<file path="config.mk">
export PLATFORM = sky130hd
export DESIGN_NAME = analog_core
export DESIGN_NICKNAME = d
export VERILOG_FILES = /design/src/analog_pkg.sv /design/src/adc_front.sv /design/src/analog_core.sv /design/src/ctrl_regs.sv /design/src/dac_back.sv /design/src/hk_regs.sv /design/src/prop_ctrl.sv /design/src/sys_bus_decoder.sv
export SDC_FILE = /design/constraint.sdc
export NUM_CORES = 1
export LEC_CHECK = 0
export ABC_AREA = 1
export BUFFER_PORTS_ARGS = -buffer_cell sky130_fd_sc_hd__clkbuf_2
export CAP_MARGIN = 20
export CORE_MARGIN = 2
export CORE_UTILIZATION = 50
export CTS_CLUSTER_SIZE = 24
export DETAILED_ROUTE_END_ITERATION = 10
export PLACE_DENSITY = 0.72
export SLEW_MARGIN = 20
export SYNTH_ARGS = -nofsm -noshare
export SYNTH_HDL_FRONTEND = slang
export SYNTH_SLANG_ARGS = --single-unit
</file>
<file path="constraint.sdc">
create_clock -name adc_clk -period 4.8 [get_ports adc_clk]
set_input_delay 1.44 -clock adc_clk [delete_from_list [all_inputs] [get_ports adc_clk]]
set_output_delay 1.44 -clock adc_clk [all_outputs]
set_load 0.02 [all_outputs]
</file>
<file path="src/analog_pkg.sv">
package analog_pkg;

  // ------------------------------------------------------------------------
  // widths
  localparam int ADC_W    = 14;  // converter word, adc and dac alike
  localparam int SUM_W    = 15;  // dc + pid before clamp
  localparam int KP_W     = 12;  // signed gain
  localparam int BUS_W    = 32;  // sys bus addr and data
  localparam int N_REGION = 8;   // 1 MiB each
  localparam int REGION_W = 3;
  localparam int OFS_W    = 20;

  typedef logic signed [ADC_W-1:0] sample_t;

  localparam sample_t SMP_MAX = {1'b0, {(ADC_W-1){1'b1}}};
  localparam sample_t SMP_MIN = {1'b1, {(ADC_W-1){1'b0}}};

  // ------------------------------------------------------------------------
  // region map and register offsets
  localparam logic [REGION_W-1:0] REGION_HK   = 3'd0;
  localparam logic [REGION_W-1:0] REGION_CTRL = 3'd1;

  localparam logic [BUS_W-1:0] HK_ID = 32'h0a0c_0001;

  localparam logic [OFS_W-1:0] HK_OFS_ID     = 20'h00;
  localparam logic [OFS_W-1:0] HK_OFS_LOOP   = 20'h04;
  localparam logic [OFS_W-1:0] HK_OFS_LED    = 20'h08;
  localparam logic [OFS_W-1:0] CTRL_OFS_DC_A = 20'h00;
  localparam logic [OFS_W-1:0] CTRL_OFS_DC_B = 20'h04;
  localparam logic [OFS_W-1:0] CTRL_OFS_KP_A = 20'h08;
  localparam logic [OFS_W-1:0] CTRL_OFS_KP_B = 20'h0C;

  // bus address, raw word or region/offset split
  typedef union packed {
    logic [BUS_W-1:0] raw;
    struct packed {
      logic [BUS_W-REGION_W-OFS_W-1:0] unused;  // ignored by decoder
      logic [REGION_W-1:0]             region;  // bits 22..20
      logic [OFS_W-1:0]                offset;
    } f;
  } sys_addr_u;

  // neg-slope offset binary -> two's complement, msb kept
  function automatic sample_t nslope_to_signed(input logic [ADC_W-1:0] code);
    return {code[ADC_W-1], ~code[ADC_W-2:0]};
  endfunction

  // same rule the other way round
  function automatic logic [ADC_W-1:0] signed_to_nslope(input sample_t smp);
    return {smp[ADC_W-1], ~smp[ADC_W-2:0]};
  endfunction

  // clamp to sample range
  function automatic sample_t sat_to_sample(input logic signed [BUS_W-1:0] v);
    if (v > SMP_MAX) return SMP_MAX;
    if (v < SMP_MIN) return SMP_MIN;
    return v[ADC_W-1:0];
  endfunction

endpackage

</file>
<file path="src/adc_front.sv">
`timescale 1ns/1ps

module adc_front import analog_pkg::*; (
  input  logic             adc_clk,
  input  logic             reset_i,
  input  logic [ADC_W-1:0] adc_dat_a_i,     // neg-slope offset binary
  input  logic [ADC_W-1:0] adc_dat_b_i,
  input  logic             digital_loop_i,  // take dac samples instead
  input  sample_t          loop_a_i,
  input  sample_t          loop_b_i,
  output sample_t          adc_a_o,
  output sample_t          adc_b_o
);

  sample_t pin_a;
  sample_t pin_b;

  // pin words to two's complement
  assign pin_a = nslope_to_signed(adc_dat_a_i);
  assign pin_b = nslope_to_signed(adc_dat_b_i);

  // ------------------------------------------------------------------------
  // input register, one cycle from either source
  always_ff @(posedge adc_clk) begin
    if (reset_i) begin
      adc_a_o <= '0;
      adc_b_o <= '0;
    end else if (digital_loop_i) begin
      adc_a_o <= loop_a_i;  // pins ignored in loopback
      adc_b_o <= loop_b_i;
    end else begin
      adc_a_o <= pin_a;
      adc_b_o <= pin_b;
    end
  end

endmodule

</file>
<file path="src/analog_core.sv">
`timescale 1ns/1ps

module analog_core import analog_pkg::*; #(
  parameter int KP_SHIFT = 8,
  parameter int LED_W    = 8
) (
  input  logic             adc_clk,
  input  logic             reset_i,
  input  logic [ADC_W-1:0] adc_dat_a_i,
  input  logic [ADC_W-1:0] adc_dat_b_i,
  output logic [ADC_W-1:0] dac_dat_a_o,
  output logic [ADC_W-1:0] dac_dat_b_o,
  output logic [LED_W-1:0] led_o,
  input  logic [BUS_W-1:0] sys_addr_i,
  input  logic [BUS_W-1:0] sys_wdata_i,
  input  logic             sys_wen_i,
  input  logic             sys_ren_i,
  output logic [BUS_W-1:0] sys_rdata_o,
  output logic             sys_ack_o,
  output logic             sys_err_o
);

  // ------------------------------------------------------------------------
  // bus side
  logic             hk_wen, hk_ren, hk_ack, hk_err;
  logic             ctrl_wen, ctrl_ren, ctrl_ack, ctrl_err;
  logic [BUS_W-1:0] hk_rdata, ctrl_rdata;

  // data path
  logic                   digital_loop;
  sample_t                dc_a, dc_b;
  logic signed [KP_W-1:0] kp_a, kp_b;
  sample_t                adc_a, adc_b;
  sample_t                pid_a, pid_b;
  sample_t                loop_a, loop_b;  // dac value back to adc side

  sys_bus_decoder i_dec (
    .adc_clk      (adc_clk),      .reset_i      (reset_i),
    .sys_addr_i   (sys_addr_i),   .sys_wen_i    (sys_wen_i),     .sys_ren_i (sys_ren_i),
    .hk_rdata_i   (hk_rdata),     .hk_ack_i     (hk_ack),        .hk_err_i  (hk_err),
    .ctrl_rdata_i (ctrl_rdata),   .ctrl_ack_i   (ctrl_ack),      .ctrl_err_i (ctrl_err),
    .hk_wen_o     (hk_wen),       .hk_ren_o     (hk_ren),
    .ctrl_wen_o   (ctrl_wen),     .ctrl_ren_o   (ctrl_ren),
    .sys_rdata_o  (sys_rdata_o),  .sys_ack_o    (sys_ack_o),     .sys_err_o (sys_err_o)
  );

  // region 0
  hk_regs #(.LED_W(LED_W)) i_hk (
    .adc_clk     (adc_clk),     .reset_i     (reset_i),
    .sys_addr_i  (sys_addr_i),  .sys_wdata_i (sys_wdata_i),
    .sys_wen_i   (hk_wen),      .sys_ren_i   (hk_ren),
    .sys_rdata_o (hk_rdata),    .sys_ack_o   (hk_ack),      .sys_err_o (hk_err),
    .digital_loop_o (digital_loop),
    .led_o       (led_o)
  );

  // region 1
  ctrl_regs i_ctrl (
    .adc_clk     (adc_clk),     .reset_i     (reset_i),
    .sys_addr_i  (sys_addr_i),  .sys_wdata_i (sys_wdata_i),
    .sys_wen_i   (ctrl_wen),    .sys_ren_i   (ctrl_ren),
    .sys_rdata_o (ctrl_rdata),  .sys_ack_o   (ctrl_ack),    .sys_err_o (ctrl_err),
    .dc_a_o      (dc_a),        .dc_b_o      (dc_b),
    .kp_a_o      (kp_a),        .kp_b_o      (kp_b)
  );

  // ------------------------------------------------------------------------
  // adc -> controller -> dac, four cycles pin to pin
  adc_front i_adc (
    .adc_clk     (adc_clk),      .reset_i     (reset_i),
    .adc_dat_a_i (adc_dat_a_i),  .adc_dat_b_i (adc_dat_b_i),
    .digital_loop_i (digital_loop),
    .loop_a_i    (loop_a),       .loop_b_i    (loop_b),
    .adc_a_o     (adc_a),        .adc_b_o     (adc_b)
  );

  prop_ctrl #(.KP_SHIFT(KP_SHIFT)) i_pid (
    .adc_clk (adc_clk),  .reset_i (reset_i),
    .adc_a_i (adc_a),    .adc_b_i (adc_b),
    .kp_a_i  (kp_a),     .kp_b_i  (kp_b),
    .pid_a_o (pid_a),    .pid_b_o (pid_b)
  );

  dac_back i_dac (
    .adc_clk     (adc_clk),      .reset_i     (reset_i),
    .pid_a_i     (pid_a),        .pid_b_i     (pid_b),
    .dc_a_i      (dc_a),         .dc_b_i      (dc_b),
    .dac_dat_a_o (dac_dat_a_o),  .dac_dat_b_o (dac_dat_b_o),
    .loop_a_o    (loop_a),       .loop_b_o    (loop_b)
  );

endmodule

</file>
<file path="src/ctrl_regs.sv">
`timescale 1ns/1ps

module ctrl_regs import analog_pkg::*; (
  input  logic                   adc_clk,
  input  logic                   reset_i,
  input  logic [BUS_W-1:0]       sys_addr_i,
  input  logic [BUS_W-1:0]       sys_wdata_i,
  input  logic                   sys_wen_i,
  input  logic                   sys_ren_i,
  output logic [BUS_W-1:0]       sys_rdata_o,
  output logic                   sys_ack_o,
  output logic                   sys_err_o,
  output sample_t                dc_a_o,    // dc level, dac stage
  output sample_t                dc_b_o,
  output logic signed [KP_W-1:0] kp_a_o,    // gains, controller
  output logic signed [KP_W-1:0] kp_b_o
);

  sys_addr_u        addr_u;
  logic             hit;      // offset maps to a register
  logic [BUS_W-1:0] rd_val;

  assign addr_u.raw = sys_addr_i;

  // ------------------------------------------------------------------------
  // offset decode, readback sign extended to bus width
  always_comb begin
    hit    = 1'b1;
    rd_val = '0;
    case (addr_u.f.offset)
      CTRL_OFS_DC_A: rd_val = BUS_W'(dc_a_o);
      CTRL_OFS_DC_B: rd_val = BUS_W'(dc_b_o);
      CTRL_OFS_KP_A: rd_val = BUS_W'(kp_a_o);
      CTRL_OFS_KP_B: rd_val = BUS_W'(kp_b_o);
      default:       hit    = 1'b0;
    endcase
  end

  // ------------------------------------------------------------------------
  // registers, low bits of wdata taken
  always_ff @(posedge adc_clk) begin
    if (reset_i) begin
      sys_ack_o <= 1'b0;
      sys_err_o <= 1'b0;
      dc_a_o    <= '0;
      dc_b_o    <= '0;
      kp_a_o    <= '0;
      kp_b_o    <= '0;
    end else begin
      sys_ack_o <= sys_wen_i | sys_ren_i;
      sys_err_o <= (sys_wen_i | sys_ren_i) & ~hit;  // all four are r/w
      if (sys_wen_i) begin
        case (addr_u.f.offset)
          CTRL_OFS_DC_A: dc_a_o <= sys_wdata_i[ADC_W-1:0];
          CTRL_OFS_DC_B: dc_b_o <= sys_wdata_i[ADC_W-1:0];
          CTRL_OFS_KP_A: kp_a_o <= sys_wdata_i[KP_W-1:0];
          CTRL_OFS_KP_B: kp_b_o <= sys_wdata_i[KP_W-1:0];
          default: ;                                     // err only
        endcase
      end
    end
  end

  always_ff @(posedge adc_clk) begin
    if (sys_ren_i) sys_rdata_o <= rd_val;  // held until next read
  end

endmodule

</file>
<file path="src/dac_back.sv">
`timescale 1ns/1ps

module dac_back import analog_pkg::*; (
  input  logic             adc_clk,
  input  logic             reset_i,
  input  sample_t          pid_a_i,
  input  sample_t          pid_b_i,
  input  sample_t          dc_a_i,       // dc level from ctrl regs
  input  sample_t          dc_b_i,
  output logic [ADC_W-1:0] dac_dat_a_o,  // neg-slope offset binary
  output logic [ADC_W-1:0] dac_dat_b_o,
  output sample_t          loop_a_o,     // same value, signed
  output sample_t          loop_b_o
);

  logic signed [SUM_W-1:0] sum_a;
  logic signed [SUM_W-1:0] sum_b;
  sample_t                 sat_a;
  sample_t                 sat_b;

  // one extra bit, cannot overflow
  assign sum_a = SUM_W'(dc_a_i) + SUM_W'(pid_a_i);
  assign sum_b = SUM_W'(dc_b_i) + SUM_W'(pid_b_i);

  assign sat_a = sat_to_sample(sum_a);
  assign sat_b = sat_to_sample(sum_b);

  // ------------------------------------------------------------------------
  // output registers, loop and pins from the same edge
  always_ff @(posedge adc_clk) begin
    if (reset_i) begin
      loop_a_o    <= '0;
      loop_b_o    <= '0;
      dac_dat_a_o <= signed_to_nslope('0);  // signed zero on the pins
      dac_dat_b_o <= signed_to_nslope('0);
    end else begin
      loop_a_o    <= sat_a;
      loop_b_o    <= sat_b;
      dac_dat_a_o <= signed_to_nslope(sat_a);
      dac_dat_b_o <= signed_to_nslope(sat_b);
    end
  end

endmodule

</file>
<file path="src/hk_regs.sv">
`timescale 1ns/1ps

module hk_regs import analog_pkg::*; #(
  parameter int LED_W = 8
) (
  input  logic             adc_clk,
  input  logic             reset_i,
  input  logic [BUS_W-1:0] sys_addr_i,
  input  logic [BUS_W-1:0] sys_wdata_i,
  input  logic             sys_wen_i,
  input  logic             sys_ren_i,
  output logic [BUS_W-1:0] sys_rdata_o,
  output logic             sys_ack_o,
  output logic             sys_err_o,
  output logic             digital_loop_o,  // adc input from dac side
  output logic [LED_W-1:0] led_o
);

  sys_addr_u        addr_u;
  logic             rd_ok;
  logic             wr_ok;
  logic [BUS_W-1:0] rd_val;

  assign addr_u.raw = sys_addr_i;

  // ------------------------------------------------------------------------
  // offset decode
  always_comb begin
    rd_ok  = 1'b1;
    wr_ok  = 1'b1;
    rd_val = '0;
    case (addr_u.f.offset)
      HK_OFS_ID: begin
        rd_val = HK_ID;
        wr_ok  = 1'b0;  // id is read only
      end
      HK_OFS_LOOP: rd_val = BUS_W'(digital_loop_o);
      HK_OFS_LED:  rd_val = BUS_W'(led_o);
      default: begin
        rd_ok = 1'b0;
        wr_ok = 1'b0;
      end
    endcase
  end

  // ------------------------------------------------------------------------
  // control regs and handshake
  always_ff @(posedge adc_clk) begin
    if (reset_i) begin
      sys_ack_o      <= 1'b0;
      sys_err_o      <= 1'b0;
      digital_loop_o <= 1'b0;
      led_o          <= '0;
    end else begin
      sys_ack_o <= sys_wen_i | sys_ren_i;                              // one cycle answer
      sys_err_o <= (sys_wen_i & ~wr_ok) | (sys_ren_i & ~rd_ok);
      if (sys_wen_i && addr_u.f.offset == HK_OFS_LOOP) digital_loop_o <= sys_wdata_i[0];
      if (sys_wen_i && addr_u.f.offset == HK_OFS_LED)  led_o <= sys_wdata_i[LED_W-1:0];
    end
  end

  // read data, valid with ack
  always_ff @(posedge adc_clk) begin
    if (sys_ren_i) sys_rdata_o <= rd_val;
  end

  // enable is a single pulse per access, so ack lasts one cycle
  a_ack_single: assert property (@(posedge adc_clk) disable iff (reset_i)
    sys_ack_o |=> !sys_ack_o);

endmodule

</file>
<file path="src/prop_ctrl.sv">
`timescale 1ns/1ps

module prop_ctrl import analog_pkg::*; #(
  parameter int KP_SHIFT = 8  // gain of 1 << KP_SHIFT is unity
) (
  input  logic                   adc_clk,
  input  logic                   reset_i,
  input  sample_t                adc_a_i,
  input  sample_t                adc_b_i,
  input  logic signed [KP_W-1:0] kp_a_i,
  input  logic signed [KP_W-1:0] kp_b_i,
  output sample_t                pid_a_o,
  output sample_t                pid_b_o
);

  localparam int PROD_W = ADC_W + KP_W;  // full product

  logic signed [PROD_W-1:0] prod_a_q;
  logic signed [PROD_W-1:0] prod_b_q;
  logic signed [PROD_W-1:0] shf_a;
  logic signed [PROD_W-1:0] shf_b;

  // ------------------------------------------------------------------------
  // stage 1, product
  always_ff @(posedge adc_clk) begin
    if (reset_i) begin
      prod_a_q <= '0;
      prod_b_q <= '0;
    end else begin
      prod_a_q <= adc_a_i * kp_a_i;
      prod_b_q <= adc_b_i * kp_b_i;
    end
  end

  // arithmetic shift, floors toward minus infinity
  assign shf_a = prod_a_q >>> KP_SHIFT;
  assign shf_b = prod_b_q >>> KP_SHIFT;

  // ------------------------------------------------------------------------
  // stage 2, clamp to sample range
  always_ff @(posedge adc_clk) begin
    if (reset_i) begin
      pid_a_o <= '0;
      pid_b_o <= '0;
    end else begin
      pid_a_o <= sat_to_sample(shf_a);
      pid_b_o <= sat_to_sample(shf_b);
    end
  end

  // outputs stay known once out of reset
  a_pid_known: assert property (@(posedge adc_clk) disable iff (reset_i)
    !$isunknown({pid_a_o, pid_b_o}));

endmodule

</file>
<file path="src/sys_bus_decoder.sv">
`timescale 1ns/1ps

module sys_bus_decoder import analog_pkg::*; (
  input  logic             adc_clk,
  input  logic             reset_i,
  input  logic [BUS_W-1:0] sys_addr_i,    // held until ack
  input  logic             sys_wen_i,
  input  logic             sys_ren_i,
  input  logic [BUS_W-1:0] hk_rdata_i,
  input  logic             hk_ack_i,
  input  logic             hk_err_i,
  input  logic [BUS_W-1:0] ctrl_rdata_i,
  input  logic             ctrl_ack_i,
  input  logic             ctrl_err_i,
  output logic             hk_wen_o,
  output logic             hk_ren_o,
  output logic             ctrl_wen_o,
  output logic             ctrl_ren_o,
  output logic [BUS_W-1:0] sys_rdata_o,
  output logic             sys_ack_o,
  output logic             sys_err_o
);

  sys_addr_u         addr_u;
  logic [N_REGION-1:0] sel;     // one-hot region select
  logic              nul_sel;   // any of the six empty regions
  logic              nul_ack_q;

  assign addr_u.raw = sys_addr_i;
  assign sel        = N_REGION'(1) << addr_u.f.region;
  assign nul_sel    = ~(sel[REGION_HK] | sel[REGION_CTRL]);

  // enables gated by region
  assign hk_wen_o   = sel[REGION_HK]   & sys_wen_i;
  assign hk_ren_o   = sel[REGION_HK]   & sys_ren_i;
  assign ctrl_wen_o = sel[REGION_CTRL] & sys_wen_i;
  assign ctrl_ren_o = sel[REGION_CTRL] & sys_ren_i;

  // empty regions answer one cycle later, zero data, no error
  always_ff @(posedge adc_clk) begin
    if (reset_i) begin
      nul_ack_q <= 1'b0;
    end else begin
      nul_ack_q <= nul_sel & (sys_wen_i | sys_ren_i);
    end
  end

  // answer mux, by region of the held address
  always_comb begin
    sys_rdata_o = '0;
    sys_ack_o   = nul_ack_q;
    sys_err_o   = 1'b0;
    if (sel[REGION_HK]) begin
      sys_rdata_o = hk_rdata_i;
      sys_ack_o   = hk_ack_i;
      sys_err_o   = hk_err_i;
    end else if (sel[REGION_CTRL]) begin
      sys_rdata_o = ctrl_rdata_i;
      sys_ack_o   = ctrl_ack_i;
      sys_err_o   = ctrl_err_i;
    end
  end

  // master never reads and writes in the same cycle
  a_no_rw_clash: assert property (@(posedge adc_clk) disable iff (reset_i)
    !(sys_wen_i && sys_ren_i));

endmodule

</file>
# --- Word-level counts from Yosys, hierarchy flattened ---
# Index checks and enable logic that the tools add are counted.
op_classes:
  n_addsub: 2
  multipliers: 2
  n_lt_le_gt_ge: 8
  eq_ne: 3
  n_shift: 1
  mux: 45
  bitwise: 21
  reduce_logical: 10
op_table:
  columns: ["op", "count"]
  rows:
  - ["14-bit 2-to-1 mux", 18]
  - ["32-bit one-hot mux with 4 select lines", 1]
  - ["28-bit one-hot mux with 3 select lines", 1]
  - ["32-bit 2-to-1 mux", 2]
  - ["14-bit by 12-bit multiplier with 26-bit output", 2]
  - ["13-bit NOT", 4]
  - ["20-bit by 4-bit equality test with 1-bit output, second input constant", 2]
  - ["18-bit by 14-bit > comparator with 1-bit output, second input constant", 2]
  - ["18-bit by 14-bit less-than comparator with 1-bit output, second input constant", 2]
  - ["14-bit by 14-bit adder with 15-bit output", 2]
  - ["15-bit by 14-bit > comparator with 1-bit output, second input constant", 2]
  - ["15-bit by 14-bit less-than comparator with 1-bit output, second input constant", 2]
  - ["1-bit 2-to-1 mux", 23]
  - ["20-bit by 3-bit equality test with 1-bit output, second input constant", 1]
  - ["20-bit zero test", 1]
  - ["1-bit bitwise AND", 8]
  - ["2-bit AND reduction", 4]
  - ["1-bit OR", 5]
  - ["1-bit NOT", 4]
  - ["4-bit OR reduction", 1]
  - ["3-bit OR reduction", 1]
  - ["1-bit by 3-bit << shifter with 2-bit output, first input constant", 1]
  - ["1-bit logical AND", 2]
  - ["2-bit OR reduction", 1]
word_totals:
  ff_bits: 294
  out_inout_bits: 70
  word_cells: 115

# --- Depth between registers and ports, before layout ---
depth:
  word_depth: 7
  mapped_depth: 26

# --- Modules after synthesis ---
# From an unflattened synthesis, not the netlist that was laid out.
hier_totals:
  cells_unflattened: 3257
  area_unflattened_um2: 24188.2
modules_own_cells:
  columns: ["mod", "instances", "cells_each", "area_per_inst_um2", "seq_area_each_um2"]
  rows:
  - ["prop_ctrl", 1, 1890, 14657.8, 1281.2]
  - ["ctrl_regs", 1, 488, 3513.4, 1501.4]
  - ["dac_back", 1, 463, 3268.1, 1081.0]
  - ["hk_regs", 1, 135, 1071.0, 490.5]
  - ["adc_front", 1, 151, 1049.8, 560.5]
  - ["sys_bus_decoder", 1, 130, 628.1, 20.0]

# --- Worst setup path after synthesis ---
# No wires, ideal clock.
synth_path:
  path_type: "register to register"
  start: "reg i_adc.adc_b_o[13]"
  end: "reg i_pid.prod_b_q[21]"
  setup_ns: 0.115
  arrival_time_ns: 4.688
  t_required_ns: 4.685
  setup_slack_ns: -0.003
  stages_incl_launch_ff: 22
  path_buffers: 1
  period_less_slack_ns: 4.803
  cell_sequence: "dfxtp_1 clkbuf_1 nand2_1 fa_1 inv_1 ha_1 inv_1 fa_1 inv_1 fa_1 inv_1 fa_1 inv_1 ha_1 nand2_1 nor2_1 nor3b_1 nand2_1 nand2_1 nand2_1 a21oi_1 nor2_1"
synth_via:
  elab_chain_len: 1
synth_lines:
  columns: ["element", "line", "source"]
  rows:
  - ["from (decl)", "adc_front.sv:12", "output sample_t adc_b_o"]
  - ["from (signal assigned)", "adc_front.sv:30", "adc_b_o <= loop_b_i;"]
  - ["from (signal assigned)", "adc_front.sv:33", "adc_b_o <= pin_b;"]
  - ["14-bit by 12-bit multiplier with 26-bit output", "prop_ctrl.sv:31", "prod_b_q <= adc_b_i * kp_b_i;"]
  - ["to (signal assigned)", "prop_ctrl.sv:31", null]
  - ["to (decl)", "prop_ctrl.sv:19", "logic signed [PROD_W-1:0] prod_b_q;"]
# No other way between the ends.
# A chain may end at the register's enable or synchronous reset.

# --- Worst setup path after layout ---
layout_path:
  start: "reg i_ctrl.kp_a_o[11]"
  end: "reg i_pid.prod_a_q[22]"
layout_via:
  elab_chain_len: 1
layout_lines:
  columns: ["element", "line", "source"]
  rows:
  - ["from (decl)", "ctrl_regs.sv:15", "output logic signed [KP_W-1:0] kp_a_o,"]
  - ["from (signal assigned)", "ctrl_regs.sv:56", "CTRL_OFS_KP_A: kp_a_o <= sys_wdata_i[KP_W-1:0];"]
  - ["14-bit by 12-bit multiplier with 26-bit output", "prop_ctrl.sv:30", "prod_a_q <= adc_a_i * kp_a_i;"]
  - ["to (signal assigned)", "prop_ctrl.sv:30", null]
  - ["to (decl)", "prop_ctrl.sv:18", "logic signed [PROD_W-1:0] prod_a_q;"]
# No other way between the ends.

==> impl_metrics.json <==
{
  "outcome": "finished clean",
  "clock_latency_ns": 0.55,
  "cp-start-kind": "flip-flop",
  "grt_usage": 0.277,
  "synthXorXnorAreaFrac": 0.0120,
  "port_buffers": 138,
  "cts-root-buf": "clkbuf_16",
  "synth_ff_type": "dfxtp_1",
  "viasPerCell": 5.22,
  "rsz0062_at_grt": "yes",
  "final_common_cell": "nand2_1",
  "grt_pass1_wl_um": 103000,
  "hp-class": "reg -> reg",
  "clk_pin_slew_ns": 0.07,
  "skew_ns": 0.0113,
  "synth-adder-area-share": 0.352,
  "critPathKind": "reg -> reg",
  "r2r-start": "i_ctrl.kp_a_o[11]$_SDFFE_PP0P_",
  "cts_max_path_buffers": 3,
  "drc": 0,
  "netlist_area_mm2": 0.0225,
  "fin_hold_ws_ns": 0.436,
  "routed_wl_um": 63300,
  "preCtsSetupSlack_ns": -0.137,
  "fillerInstances": 3870,
  "setup_ws_ns": 0.0650,
  "design.die.area_mm2": 0.0468,
  "finalWeightedCongestion": 0.934,
  "dp_hpwl_um": 51300,
  "synth_mux_area_frac": 0,
  "place_area_mm2": 0.0252,
  "synth-compound-area-share": 0.0864,
  "dr.first_iter.drc_count": 1540,
  "period_share": 0.986,
  "maxSlewViolCount": 0,
  "drive_above_1_share": 0.192,
  "grt_pass1_vias": 19983,
  "critPathMaxFanout": 5,
  "nets": 3702,
  "synth_nets": 3462,
  "finalSetupViolations": 0,
  "layout.cells.non_filler": 3772,
  "syn-instance-count": 2920,
  "coreArea_mm2": 0.0443,
  "powerDensity_mw_per_mm2": 158,
  "seq_area_frac_synth": 0.219,
  "avgSynthCellArea_um2": 7.72,
  "period_minus_slack_ns": 4.74,
  "synth_edf_count": 23,
  "via_count": 19677,
  "clkSinkCount": 235,
  "ir_drop_v": 0.000221,
  "synth_top_family_by_area": "adder cells",
  "worstPathRequired_ns": 5.25,
  "cp.arrival_ns": 5.19,
  "p_leak_nw": 14.1,
  "io_pins": 166,
  "relSlewSlack": 0.281,
  "synth-async-reset-ratio": 0,
  "rows": 77,
  "die_h_um": 216,
  "stdcell_area_mm2": 0.0270,
  "dr.pass1.iters": 5,
  "startpoint": "i_ctrl.kp_a_o[11]$_SDFFE_PP0P_",
  "die_w_um": 216,
  "worstMarginPinSlew_ns": 1.07,
  "synth_warnings": 0,
  "dp_cells": 3715,
  "max_cap_viol_count": 0,
  "synth-seq-cells": 235,
  "hold_viol": 0,
  "antenna_found_initial": 3,
  "synthSimpleGateAreaFrac": 0.199,
  "synth.distinct_cells": 47,
  "avgRoutedWirePerCell_um": 16.8,
  "fmax_ghz": 0.211,
  "end_kind": "flip-flop",
  "worstHoldStart": "i_pid.prod_a_q[16]$_SDFF_PP0_",
  "cts_max_level": 1,
  "final_cell_mix": "nand2_1 (649), inv_1 (612), fa_1 (310)",
  "start_util": 0.509,
  "cts_hold_buf": 0,
  "antenna_left": 0,
  "grt_max_degree": 57,
  "grt_overflow_total": 0,
  "syn2layout_area_growth_pct": 19.7,
  "cts_buffers": 25,
  "tritoncts": "done"
}
per-layer routing:
layer	vias to the layer above	part of all wire	global-route usage
li1	9257	-	-
met1	9502	0.44	0.404
met2	830	0.44	0.434
met3	88	0.10	0.0493
met4	0	0.021	0.0539
met5	-	0	0
worst max-delay path: stages (launching register included):
cell and delay, ns:
dfxtp_4 0.40, clkinvlp_4 0.21, buf_6 0.20, buf_4 0.13, nor2_4 0.07, fa_1 0.42, fa_1 0.53, fa_1 0.44
fa_1 0.49, inv_1 0.05, fa_1 0.49, inv_2 0.05, ha_4 0.31, nand2_4 0.06, inv_4 0.08, nand2_4 0.05
nor3_4 0.19, nand4_1 0.17, nand3_2 0.14, nand2_1 0.06, nand2_1 0.05, nor2_1 0.04
metrics by stage:
step	TNS (ns)	total power [mW]	util
floorplan	0	2.16	-
global placement	-0.770	2.31	0.569
detailed placement	-0.979	2.31	0.569
CTS	0	4.28	0.590
global route	-0.887	4.37	0.609
finish	0	4.26	0.609
layout make-up:
class	instances	area (um2)	area share
antenna	1	2.50	0.0000927
clock buffer	31	678	0.0251
clock inverter	15	160	0.00593
inverter	642	2420	0.0898
multi-input combinational	1924	15400	0.571
sequential	235	4990	0.185
tap	592	741	0.0274
timing repair buffer	331	2570	0.0952
timing repair inverter	1	7.51	0.000278
state kept, by name, indices dropped and copies added, names as in the netlist, 14 cells and up:
| signal | count |
|---|---|
| i_ctrl.dc_a_o | 14 |
| i_pid.pid_b_o | 14 |
| i_pid.prod_a_q | 18 |
| i_dac.loop_b_o | 14 |
| i_dac.loop_a_o | 14 |
| i_ctrl.dc_b_o | 14 |
| i_adc.adc_a_o | 14 |
| i_adc.adc_b_o | 14 |
| i_ctrl.sys_rdata_o | 14 |
| i_pid.pid_a_o | 14 |
| i_pid.prod_b_q | 18 |
power by group:
part	switching, mW	internal (mW)
Sequential	0.0211	1.99
Combinational	0.168	0.0945
Clock	0.853	1.13
kinds of logic after synthesis:
kind of cell,after synthesis
AND/OR/NAND/NOR,1084
flip-flops,235
adder cells (fa/ha/maj),446
buffers and inverters,761
XOR/XNOR,31
AO/OA/AOI/OAI,363
repair_timing:
item                                    in CTS  in global routing
gates cloned                                 1                  0
resized for setup                           20                203
setup buffers                                3                  6
pin swaps                                    1                 43
endpoints found under the setup margin      23                 33
cell usage after synthesis, drive strengths merged (3+ instances only):
library cell,count,share of area
inv,642,0.11
edfxtp,23,0.031
o22a,5,0.0019
nor3,14,0.0031
nand2,697,0.12
and2,3,0.00083
a21o,5,0.0017
o211ai,6,0.0020
clkbuf,81,0.014
nand3,85,0.020
dfxtp,212,0.19
buf,38,0.011
fa,314,0.28
and3,3,0.00089
nand3b,6,0.0020
a21oi,192,0.043
or2,6,0.0018
o21ai,126,0.028
nand4,15,0.0047
xnor2,14,0.0054
nor2,250,0.044
nor4,3,0.00083
o21bai,6,0.0020
xor2,17,0.0066
ha,132,0.073
a22o,9,0.0035
o21a,6,0.0020
worst paths after layout:
check | to | slack (ns) | cells past startpoint
max | i_pid.prod_a_q[22]$_SDFF_PP0_ | 0.06 | 21
min | i_pid.pid_a_o[8]$_SDFF_PP0_ | 0.44 | 2
max reg2reg | i_pid.prod_a_q[22]$_SDFF_PP0_ | 0.06 | 21
min reg2reg | i_pid.pid_a_o[8]$_SDFF_PP0_ | 0.44 | 2
Power figures use the tool's default switching activity.
